## config.mk

```make
export PLATFORM = sky130hd
export DESIGN_NAME = mipsCore
export DESIGN_NICKNAME = d
export VERILOG_FILES = /design/src/isaPkg.sv /design/src/ctrlPkg.sv /design/src/mainDecoder.sv /design/src/aluDecoder.sv /design/src/executeUnit.sv /design/src/regFile.sv /design/src/pcUnit.sv /design/src/mipsCore.sv
export VERILOG_INCLUDE_DIRS = /design/src
export SDC_FILE = /design/constraint.sdc
export NUM_CORES = 2
export LEC_CHECK = 0
export BUFFER_PORTS_ARGS = -buffer_cell sky130_fd_sc_hd__clkbuf_2
export CAP_MARGIN = 40
export CORE_ASPECT_RATIO = 1.75
export CORE_MARGIN = 2
export CORE_UTILIZATION = 40
export DETAILED_ROUTE_END_ITERATION = 8
export PLACE_DENSITY = 0.55
export SLEW_MARGIN = 20
export SYNTH_ARGS = -nofsm -noshare
export SYNTH_HDL_FRONTEND = slang
export SYNTH_SLANG_ARGS = --single-unit
```

## constraint.sdc

```tcl
create_clock -name clk -period 25.2 [get_ports clk]
set_input_delay 5.04 -clock clk [delete_from_list [all_inputs] [get_ports clk]]
set_output_delay 5.04 -clock clk [all_outputs]
set_load 0.02 [all_outputs]
```

## src/mipsCore_params.svh

```systemverilog
// global widths and constants for the single-cycle MIPS core
// include wherever a width, the reset vector or the link register is needed
`ifndef MIPS_CORE_PARAMS_SVH
`define MIPS_CORE_PARAMS_SVH

// data word and instruction address width
`define MIPS_XLEN 32

// register index width, 32 architectural registers
`define MIPS_REG_AW 5

// data memory word address, 128 words
`define MIPS_DMEM_AW 7

// first fetch after reset
`define MIPS_RESET_PC 0

// jal writes its return address here
`define MIPS_LINK_REG 31

`endif

```

## src/isaPkg.sv

```systemverilog
// instruction set definitions for the MIPS32 subset
// field types plus opcode and funct encodings, shared by RTL and testbench
`include "mipsCore_params.svh"

package isaPkg;

  // ==================================================
  // field types
  // ==================================================
  // data word, also used for instruction and data addresses
  typedef logic [`MIPS_XLEN-1:0] wordT;
  // register index from rs, rt or rd
  typedef logic [`MIPS_REG_AW-1:0] regAddrT;
  // bits 31..26 of every instruction
  typedef logic [5:0] opcodeT;
  // bits 5..0 of an R-type instruction
  typedef logic [5:0] functT;
  // I-type immediate, sign extended in the datapath
  typedef logic [15:0] imm16T;
  // J-type word index
  typedef logic [25:0] jumpIdxT;

  // ==================================================
  // opcodes
  // ==================================================
  localparam opcodeT OP_RTYPE = 6'b000000;
  localparam opcodeT OP_J     = 6'b000010;
  localparam opcodeT OP_JAL   = 6'b000011;
  localparam opcodeT OP_BEQ   = 6'b000100;
  localparam opcodeT OP_LW    = 6'b100011;
  localparam opcodeT OP_SW    = 6'b101011;

  // ==================================================
  // R-type funct codes
  // ==================================================
  localparam functT FN_ADD = 6'b100000;
  localparam functT FN_SUB = 6'b100010;
  localparam functT FN_AND = 6'b100100;
  localparam functT FN_OR  = 6'b100101;
  // signed compare
  localparam functT FN_SLT = 6'b101010;

endpackage

```

## src/ctrlPkg.sv

```systemverilog
// control encodings between the decoders and the execute unit
// holds the ALU operation class and the ALU function code
package ctrlPkg;

  // ==================================================
  // operation class from the main decoder
  // ==================================================
  typedef logic [1:0] aluOpT;

  // lw and sw compute base + offset
  localparam aluOpT ALUOP_MEM    = 2'b00;
  // beq compares by subtraction
  localparam aluOpT ALUOP_BRANCH = 2'b01;
  // R-type, funct picks the operation
  localparam aluOpT ALUOP_RTYPE  = 2'b10;

  // ==================================================
  // ALU function code
  // ==================================================
  typedef logic [3:0] aluFnT;

  localparam aluFnT ALU_AND  = 4'b0000;
  localparam aluFnT ALU_OR   = 4'b0001;
  localparam aluFnT ALU_ADD  = 4'b0010;
  localparam aluFnT ALU_SUB  = 4'b0110;
  localparam aluFnT ALU_SLT  = 4'b0111;
  // unknown funct, result forced to zero
  localparam aluFnT ALU_NONE = 4'b1111;

endpackage

```

## src/mainDecoder.sv

```systemverilog
// main control decoder of the single-cycle core
// turns the opcode into datapath levels and the active-low SRAM enables
module mainDecoder (
  input  logic           rst,
  input  isaPkg::opcodeT opcode,
  output logic           regDst,
  output logic           aluSrc,
  output logic           memToReg,
  output logic           regWrite,
  output logic           branch,
  output logic           jump,
  output logic           link,
  output ctrlPkg::aluOpT aluOp,
  output logic           cen,
  output logic           wen
);

  // raw decode before reset qualification
  logic memRead;
  logic memWrite;
  logic regWriteDec;

  always_comb begin
    // defaults give a no-op, so unknown opcodes write nothing
    regDst      = 1'b0;
    aluSrc      = 1'b0;
    memToReg    = 1'b0;
    regWriteDec = 1'b0;
    memRead     = 1'b0;
    memWrite    = 1'b0;
    branch      = 1'b0;
    jump        = 1'b0;
    link        = 1'b0;
    aluOp       = ctrlPkg::ALUOP_MEM;
    case (opcode)
      isaPkg::OP_RTYPE: begin
        regDst      = 1'b1;
        regWriteDec = 1'b1;
        aluOp       = ctrlPkg::ALUOP_RTYPE;
      end
      isaPkg::OP_LW: begin
        aluSrc      = 1'b1;
        memToReg    = 1'b1;
        regWriteDec = 1'b1;
        memRead     = 1'b1;
      end
      isaPkg::OP_SW: begin
        aluSrc   = 1'b1;
        memWrite = 1'b1;
      end
      isaPkg::OP_BEQ: begin
        branch = 1'b1;
        aluOp  = ctrlPkg::ALUOP_BRANCH;
      end
      isaPkg::OP_J: begin
        jump = 1'b1;
      end
      isaPkg::OP_JAL: begin
        // return address goes to r31
        jump        = 1'b1;
        link        = 1'b1;
        regWriteDec = 1'b1;
      end
      default: begin
      end
    endcase
  end

  // no register or memory activity while rst is low
  assign regWrite = rst & regWriteDec;
  // chip enable low for any access, write enable low only for sw
  assign cen = ~(rst & (memRead | memWrite));
  assign wen = ~(rst & memWrite);

endmodule

```

## src/aluDecoder.sv

```systemverilog
// ALU control decoder
// combines the operation class from the main decoder with the funct field
module aluDecoder (
  input  ctrlPkg::aluOpT aluOp,
  input  isaPkg::functT  funct,
  output ctrlPkg::aluFnT aluFn
);

  // R-type funct lookup
  ctrlPkg::aluFnT rtypeFn;

  always_comb begin
    case (funct)
      isaPkg::FN_ADD: rtypeFn = ctrlPkg::ALU_ADD;
      isaPkg::FN_SUB: rtypeFn = ctrlPkg::ALU_SUB;
      isaPkg::FN_AND: rtypeFn = ctrlPkg::ALU_AND;
      isaPkg::FN_OR:  rtypeFn = ctrlPkg::ALU_OR;
      isaPkg::FN_SLT: rtypeFn = ctrlPkg::ALU_SLT;
      // jr, shifts and the rest are not built
      default:        rtypeFn = ctrlPkg::ALU_NONE;
    endcase
  end

  // ==================================================
  // class select
  // ==================================================
  always_comb begin
    case (aluOp)
      // address arithmetic for lw and sw
      ctrlPkg::ALUOP_MEM:    aluFn = ctrlPkg::ALU_ADD;
      // beq equality via subtraction
      ctrlPkg::ALUOP_BRANCH: aluFn = ctrlPkg::ALU_SUB;
      ctrlPkg::ALUOP_RTYPE:  aluFn = rtypeFn;
      default:               aluFn = ctrlPkg::ALU_NONE;
    endcase
  end

endmodule

```

## src/executeUnit.sv

```systemverilog
// execute stage of the single-cycle core
// sign extension, second operand select, ALU and zero flag
// immExt is also handed to the PC unit for branch targets
`include "mipsCore_params.svh"

module executeUnit (
  input  isaPkg::wordT   rsData,
  input  isaPkg::wordT   rtData,
  input  isaPkg::imm16T  imm,
  input  logic           aluSrc,
  input  ctrlPkg::aluFnT aluFn,
  output isaPkg::wordT   aluResult,
  output logic           zero,
  output isaPkg::wordT   immExt
);

  // second ALU operand
  isaPkg::wordT opB;
  // signed view of the operands for slt
  logic signed [`MIPS_XLEN-1:0] opASigned;
  logic signed [`MIPS_XLEN-1:0] opBSigned;

  // ==================================================
  // operand preparation
  // ==================================================
  // replicate bit 15 into the upper half
  assign immExt = {{(`MIPS_XLEN - 16){imm[15]}}, imm};

  // immediate for lw/sw, register for R-type and beq
  assign opB = aluSrc ? immExt : rtData;

  assign opASigned = rsData;
  assign opBSigned = opB;

  // ==================================================
  // ALU
  // ==================================================
  always_comb begin
    case (aluFn)
      ctrlPkg::ALU_AND: aluResult = rsData & opB;
      ctrlPkg::ALU_OR:  aluResult = rsData | opB;
      ctrlPkg::ALU_ADD: aluResult = rsData + opB;
      ctrlPkg::ALU_SUB: aluResult = rsData - opB;
      ctrlPkg::ALU_SLT: begin
        // 1 when rs < operand, two's complement
        aluResult = {{(`MIPS_XLEN - 1){1'b0}}, (opASigned < opBSigned)};
      end
      // unknown function reads as zero
      default:          aluResult = '0;
    endcase
  end

  // beq takes the branch when rs - rt is zero
  assign zero = (aluResult == '0);

endmodule

```

## src/regFile.sv

```systemverilog
// general register file of the single-cycle core
// r1..r31 in flops, r0 hardwired to zero, two combinational read ports
// also picks the destination index and the write-back value
`include "mipsCore_params.svh"

module regFile (
  input  logic            clk,
  input  logic            rst,
  input  isaPkg::regAddrT rsAddr,
  input  isaPkg::regAddrT rtAddr,
  input  isaPkg::regAddrT rdAddr,
  input  logic            regDst,
  input  logic            link,
  input  logic            memToReg,
  input  logic            regWrite,
  input  isaPkg::wordT    aluResult,
  input  isaPkg::wordT    loadData,
  input  isaPkg::wordT    linkAddr,
  output isaPkg::wordT    rsData,
  output isaPkg::wordT    rtData,
  output isaPkg::wordT    writeData
);

  // storage for r1..r31
  isaPkg::wordT    regs [1:`MIPS_LINK_REG];
  // selected destination
  isaPkg::regAddrT wrAddr;

  // ==================================================
  // write-back selection
  // ==================================================
  // jal -> r31, R-type -> rd, lw -> rt
  assign wrAddr = link   ? isaPkg::regAddrT'(`MIPS_LINK_REG) :
                  regDst ? rdAddr : rtAddr;

  // link address wins, then load data, else ALU
  assign writeData = link     ? linkAddr :
                     memToReg ? loadData : aluResult;

  // ==================================================
  // register array
  // ==================================================
  always_ff @(posedge clk or negedge rst) begin
    if (!rst) begin
      for (int i = 1; i <= `MIPS_LINK_REG; i++) begin
        regs[i] <= '0;
      end
    end else if (regWrite && (wrAddr != '0)) begin
      // writes to r0 are dropped
      regs[wrAddr] <= writeData;
    end
  end

  // read ports, r0 always zero
  assign rsData = (rsAddr == '0) ? '0 : regs[rsAddr];
  assign rtData = (rtAddr == '0) ? '0 : regs[rtAddr];

endmodule

```

## src/pcUnit.sv

```systemverilog
// program counter and next-address logic
// priority is jump, then taken branch, then PC+4
// linkAddr (PC+8) is the jal return value
`include "mipsCore_params.svh"

module pcUnit (
  input  logic            clk,
  input  logic            rst,
  input  logic            jump,
  input  logic            branch,
  input  logic            zero,
  input  isaPkg::wordT    immExt,
  input  isaPkg::jumpIdxT jumpIdx,
  output isaPkg::wordT    pc,
  output isaPkg::wordT    linkAddr
);

  // current fetch address
  isaPkg::wordT pcReg;
  isaPkg::wordT pcPlus4;
  isaPkg::wordT branchTarget;
  isaPkg::wordT jumpTarget;
  isaPkg::wordT pcNext;
  logic         branchTaken;

  // ==================================================
  // candidate addresses
  // ==================================================
  assign pcPlus4  = pcReg + 32'd4;
  assign linkAddr = pcReg + 32'd8;

  // word offset relative to the delay-slot address
  assign branchTarget = pcPlus4 + {immExt[`MIPS_XLEN-3:0], 2'b00};

  // region bits from PC+4, index scaled to bytes
  assign jumpTarget = {pcPlus4[`MIPS_XLEN-1:28], jumpIdx, 2'b00};

  assign branchTaken = branch & zero;

  always_comb begin
    if (jump) begin
      pcNext = jumpTarget;
    end else if (branchTaken) begin
      pcNext = branchTarget;
    end else begin
      pcNext = pcPlus4;
    end
  end

  // ==================================================
  // PC register
  // ==================================================
  always_ff @(posedge clk or negedge rst) begin
    if (!rst) begin
      pcReg <= isaPkg::wordT'(`MIPS_RESET_PC);
    end else begin
      pcReg <= pcNext;
    end
  end

  assign pc = pcReg;

endmodule

```

## src/mipsCore.sv

```systemverilog
// top level of the single-cycle MIPS core
// combinational instruction port plus an async SRAM-style data port
// regWriteData shows the register write-back value each cycle
`include "mipsCore_params.svh"

module mipsCore (
  input  logic                     clk,
  input  logic                     rst,
  // instruction fetch
  output isaPkg::wordT             instrAddr,
  input  isaPkg::wordT             instr,
  // data SRAM, enables active low
  output logic                     cen,
  output logic                     wen,
  output logic [`MIPS_DMEM_AW-1:0] addr,
  output isaPkg::wordT             storeData,
  input  isaPkg::wordT             loadData,
  // observation
  output isaPkg::wordT             regWriteData
);

  // ==================================================
  // instruction fields
  // ==================================================
  isaPkg::opcodeT  opcode;
  isaPkg::functT   funct;
  isaPkg::regAddrT rsAddr;
  isaPkg::regAddrT rtAddr;
  isaPkg::regAddrT rdAddr;
  isaPkg::imm16T   imm;
  isaPkg::jumpIdxT jumpIdx;

  assign opcode  = instr[31:26];
  assign rsAddr  = instr[25:21];
  assign rtAddr  = instr[20:16];
  assign rdAddr  = instr[15:11];
  assign funct   = instr[5:0];
  assign imm     = instr[15:0];
  assign jumpIdx = instr[25:0];

  // control levels
  logic regDst;
  logic aluSrc;
  logic memToReg;
  logic regWrite;
  logic branch;
  logic jump;
  logic link;
  ctrlPkg::aluOpT aluOp;
  ctrlPkg::aluFnT aluFn;

  // datapath
  isaPkg::wordT rsData;
  isaPkg::wordT rtData;
  isaPkg::wordT aluResult;
  isaPkg::wordT immExt;
  isaPkg::wordT linkAddr;
  logic         zero;

  mainDecoder i_mainDecoder (
    .rst      (rst),
    .opcode   (opcode),
    .regDst   (regDst),
    .aluSrc   (aluSrc),
    .memToReg (memToReg),
    .regWrite (regWrite),
    .branch   (branch),
    .jump     (jump),
    .link     (link),
    .aluOp    (aluOp),
    .cen      (cen),
    .wen      (wen)
  );

  aluDecoder i_aluDecoder (.aluOp(aluOp), .funct(funct), .aluFn(aluFn));

  executeUnit i_executeUnit (
    .rsData    (rsData),
    .rtData    (rtData),
    .imm       (imm),
    .aluSrc    (aluSrc),
    .aluFn     (aluFn),
    .aluResult (aluResult),
    .zero      (zero),
    .immExt    (immExt)
  );

  regFile i_regFile (
    .clk       (clk),
    .rst       (rst),
    .rsAddr    (rsAddr),
    .rtAddr    (rtAddr),
    .rdAddr    (rdAddr),
    .regDst    (regDst),
    .link      (link),
    .memToReg  (memToReg),
    .regWrite  (regWrite),
    .aluResult (aluResult),
    .loadData  (loadData),
    .linkAddr  (linkAddr),
    .rsData    (rsData),
    .rtData    (rtData),
    .writeData (regWriteData)
  );

  pcUnit i_pcUnit (
    .clk      (clk),
    .rst      (rst),
    .jump     (jump),
    .branch   (branch),
    .zero     (zero),
    .immExt   (immExt),
    .jumpIdx  (jumpIdx),
    .pc       (instrAddr),
    .linkAddr (linkAddr)
  );

  // ==================================================
  // data port
  // ==================================================
  // byte address to word address
  assign addr      = aluResult[`MIPS_DMEM_AW+1:2];
  assign storeData = rtData;

endmodule

```

==> run_results.csv <==
group,metric,value,unit
run_status,status,"finished clean",
drt,ant_nets,0,
flow_run,drv_cap,0,
yosys,synth-main-ff-cell,"dfrtp_1",
drt,vias,47500,
sta,rsz0062_at_grt,"false",
die,ios,171,
cts,htreeDepth,3,
setup_path,required,20.16,ns
global_routing,grt_max_degree,179,
sta,fin_skew,0.0402,ns
cts,ctsHoldBuffers,0,
drt,drt_first_iter_violations,4061,
layout,drive_gt1_frac,0.224,
setup_path,cpMaxStageDelayCell,"buf_4",
setup_path,end_kind,"primary output",
pwr,p_seq_frac,0.434,
setup_path,crit_chain,"buf_8, buf_4, buf_4, buf_16, mux4_2, mux4_2, mux2_2, nor2b_1, a21o_1, ha_1, a211oi_1, o21ai_0, a311oi_1, a21oi_1, or2_2, nor2b_1, nor4_1, nor4b_1, a21oi_1, nor2_1, o21ai_0, o21ai_4, inv_1, clkbuf_2",
sta,period_share,0.719,
yosys,ys_seq_area_frac,0.421,
layout,seq_area,25600,um2
placed_design,dp_hpwl,153000,um
setup_path,start_kind,"primary input",
die,die_w,299,um
setup_path,critical_path_buf_inv_count,6,
setup_path,cpPeakStageDelay,0.75,ns
global_routing,grt_util_all_layers,0.299,
yosys,synth_area,60800,um2
sta,drv_slew,0,
drt,wire_per_inst,29.7,um
pwr,total_power,3980,uW
cts,post_cts_buffers,0,
setup_path,worstPathMaxFanout,50,
drt,drtPass1Iterations,8,
global_routing,antenna_found_initial,10,
min_path,hold_path_class,"reg -> reg",
yosys,synth_edf_count,0,
yosys,synthCells,5800,
layout,multi_input_comb_area,33000,um2
drt,viasPerCell,6.09,
sta,tightest_slew,1.03,ns
drt,drc,0,
die,start_util,0.402,
yosys,ys_ff_latch,1022,
yosys,yosys-top-cells-area,"dfrtp_1, mux4_2, o21ai_0, nand2_1, ha_1",
cts,worstSkewPairLatency,0.75,ns
yosys,async_flop_share,1.00,
global_routing,grt_pass1_vias,48000,
pwr,combPwrFrac,0.163,
sta,fmax,55.2,MHz
sta,period_needed,18.12,ns
pwr,ir_drop,52.4,uV
yosys,synth.distinct_cells,87,
layout,nets,5912,
global_routing,grt_pass1_wl,338000,um
sta,relSlewSlack,0.312,
die,fp.coreArea,151000,um2
setup_path,crit_family,"buffers and inverters",
cts,cts_tree,"yes",
cts,root_buffer,"clkbuf_16",
drt,finalWirelength,232000,um
pwr,intPower,2810,uW
setup_path,crit_type,"in -> out",
cts,path_clk_slew,0.06,ns
cts,cts_sinks,1022,
pwr,p_leak,0.0296,uW
yosys,synth_top_area_frac,0.421,
cts,cts_resized,0,
placed_design,io_buffers,168,
pwr,switching_share,0.294,
placed_design,finalWeightedCongestion,0.995,
pwr,p_sw,1170,uW
die,die-area,155000,um2
sta,finalSetupTns,0,ns
layout,layout_commonest_cell,"dfrtp_1",
layout,synthToLayoutAreaGrowth,11.7,%
yosys,synth_warnings,0,
setup_path,arrival,13.08,ns
sta,finalSetupViolations,0,
cts,clockBufferDepth,3,
pwr,p_per_area,58.6,nW/um2
global_routing,gr-total-overflow,0,
die,fp.dieH,520,um
layout,most-common-layout-cells,"dfrtp_1, nand2_1, o21ai_0, mux4_2, nor2_1",
yosys,synth_top_area_cell,"dfrtp_1",
die,rows,189,
sta,finalHoldViolations,0,
cts,numCtsBuffers,98,
pwr,pwr-share-clk,0.404,
layout,final.fill_count,14200,
yosys,syn_avg_cell_area,10.5,um2
metal layers:
| metal | up-vias | part of all wire | GRT usage |
|---|---|---|---|
| met5 | - | 0.00042 | 0 |
| met4 | 12 | 0.063 | 0.161 |
| met3 | 548 | 0.067 | 0.0514 |
| met2 | 1863 | 0.49 | 0.503 |
| met1 | 24200 | 0.38 | 0.367 |
| li1 | 20800 | - | - |
power groups by stage:
stage	clock network, uW	registers (uW)	logic [uW]
floorplan	0	1760	386
global placement	0	1750	623
detailed placement	0	1750	636
CTS	1630	1720	639
global route	1690	1730	696
finish	1610	1720	647
cell type report:
cell class,instances,share of cell area
diodes,3,0.000111
repair buffers,339,0.0410
clock buffers,126,0.0397
flip-flops and latches,1022,0.377
clock inverters,56,0.0107
well taps,2005,0.0369
inverters,172,0.00951
multi-input cells,4077,0.485
through the flow:
step           setup WS [ns]  cell area, um2  std cells   util  hold WS (ns)
2_1_floorplan           9.15           60800       5801      -         0.460
3_3_place_gp            6.89           63600       7571  0.420         0.472
3_5_place_dp            6.99           64300       7605  0.425         0.485
4_1_cts                 6.96           67700       7787  0.447         0.500
5_1_grt                 6.46           67900       7799  0.449         0.518
6_report                7.08           67900       7800  0.449         0.493
kinds of logic after synthesis:
family	count (synthesis)	synth area share
XOR/XNOR	80	0.0115
other	1	0.0000617
multiplexers	747	0.244
AO/OA/AOI/OAI	1535	0.144
AND/OR/NAND/NOR	1577	0.108
flip-flops	1022	0.421
buffers and inverters	702	0.0442
adder cells (fa/ha/maj)	136	0.0284
worst register-to-register path: stages (launching register included):
cell and delay (ns):
dfrtp_1 0.42, mux4_2 0.46, mux4_2 0.50, mux2_2 0.36
nor2b_1 0.16, a21oi_1 0.47, ha_1 0.37, a211oi_1 0.42
o21ai_0 0.21, a311oi_1 0.45, a21oi_1 0.19, o21ai_1 0.33
a21boi_0 0.28, a31o_2 0.32, a221o_1 0.37, or4b_2 0.72
nor4_1 0.34, nand4_1 0.13, buf_4 0.33, mux2i_1 0.40
a21oi_1 0.11
synthesized netlist by cell type, drive strengths merged, types with 27 or more instances:
master and number:
mux2i 64, dfrtp 1022, clkbuf 441, nand3 35, a211oi 27, inv 172
buf 89, a21oi 225, nand2 1040, ha 133, nor3 39, mux4 576
a22o 65, nor2 278, o21a 28, xnor2 56, mux2 107, nor2b 39
o21ai 1003
sequential cells by signal (all words and copies together) (netlist names):
register        cells
i_regFile.regs    992
i_pcUnit.pc        30
worst paths after layout:
| kind | from | endpoint | slack (ns) | cells past startpoint |
|---|---|---|---|---|
| min in group asynchronous | rst | i_regFile.regs[454] | 4.18 | 1 |
| hold reg to reg | i_regFile.regs[37] | i_regFile.regs[37] | 0.49 | 2 |
| max in group asynchronous | rst | i_regFile.regs[921] | 16.65 | 10 |
| setup reg to reg | i_regFile.regs[33] | i_pcUnit.pc[20] | 17.72 | 20 |
| hold / removal | i_regFile.regs[37] | i_regFile.regs[37] | 0.49 | 2 |
| setup / recovery | instr[16] | regWriteData[23] | 7.08 | 24 |
Note: power is estimated with default switching activity, not from simulation.
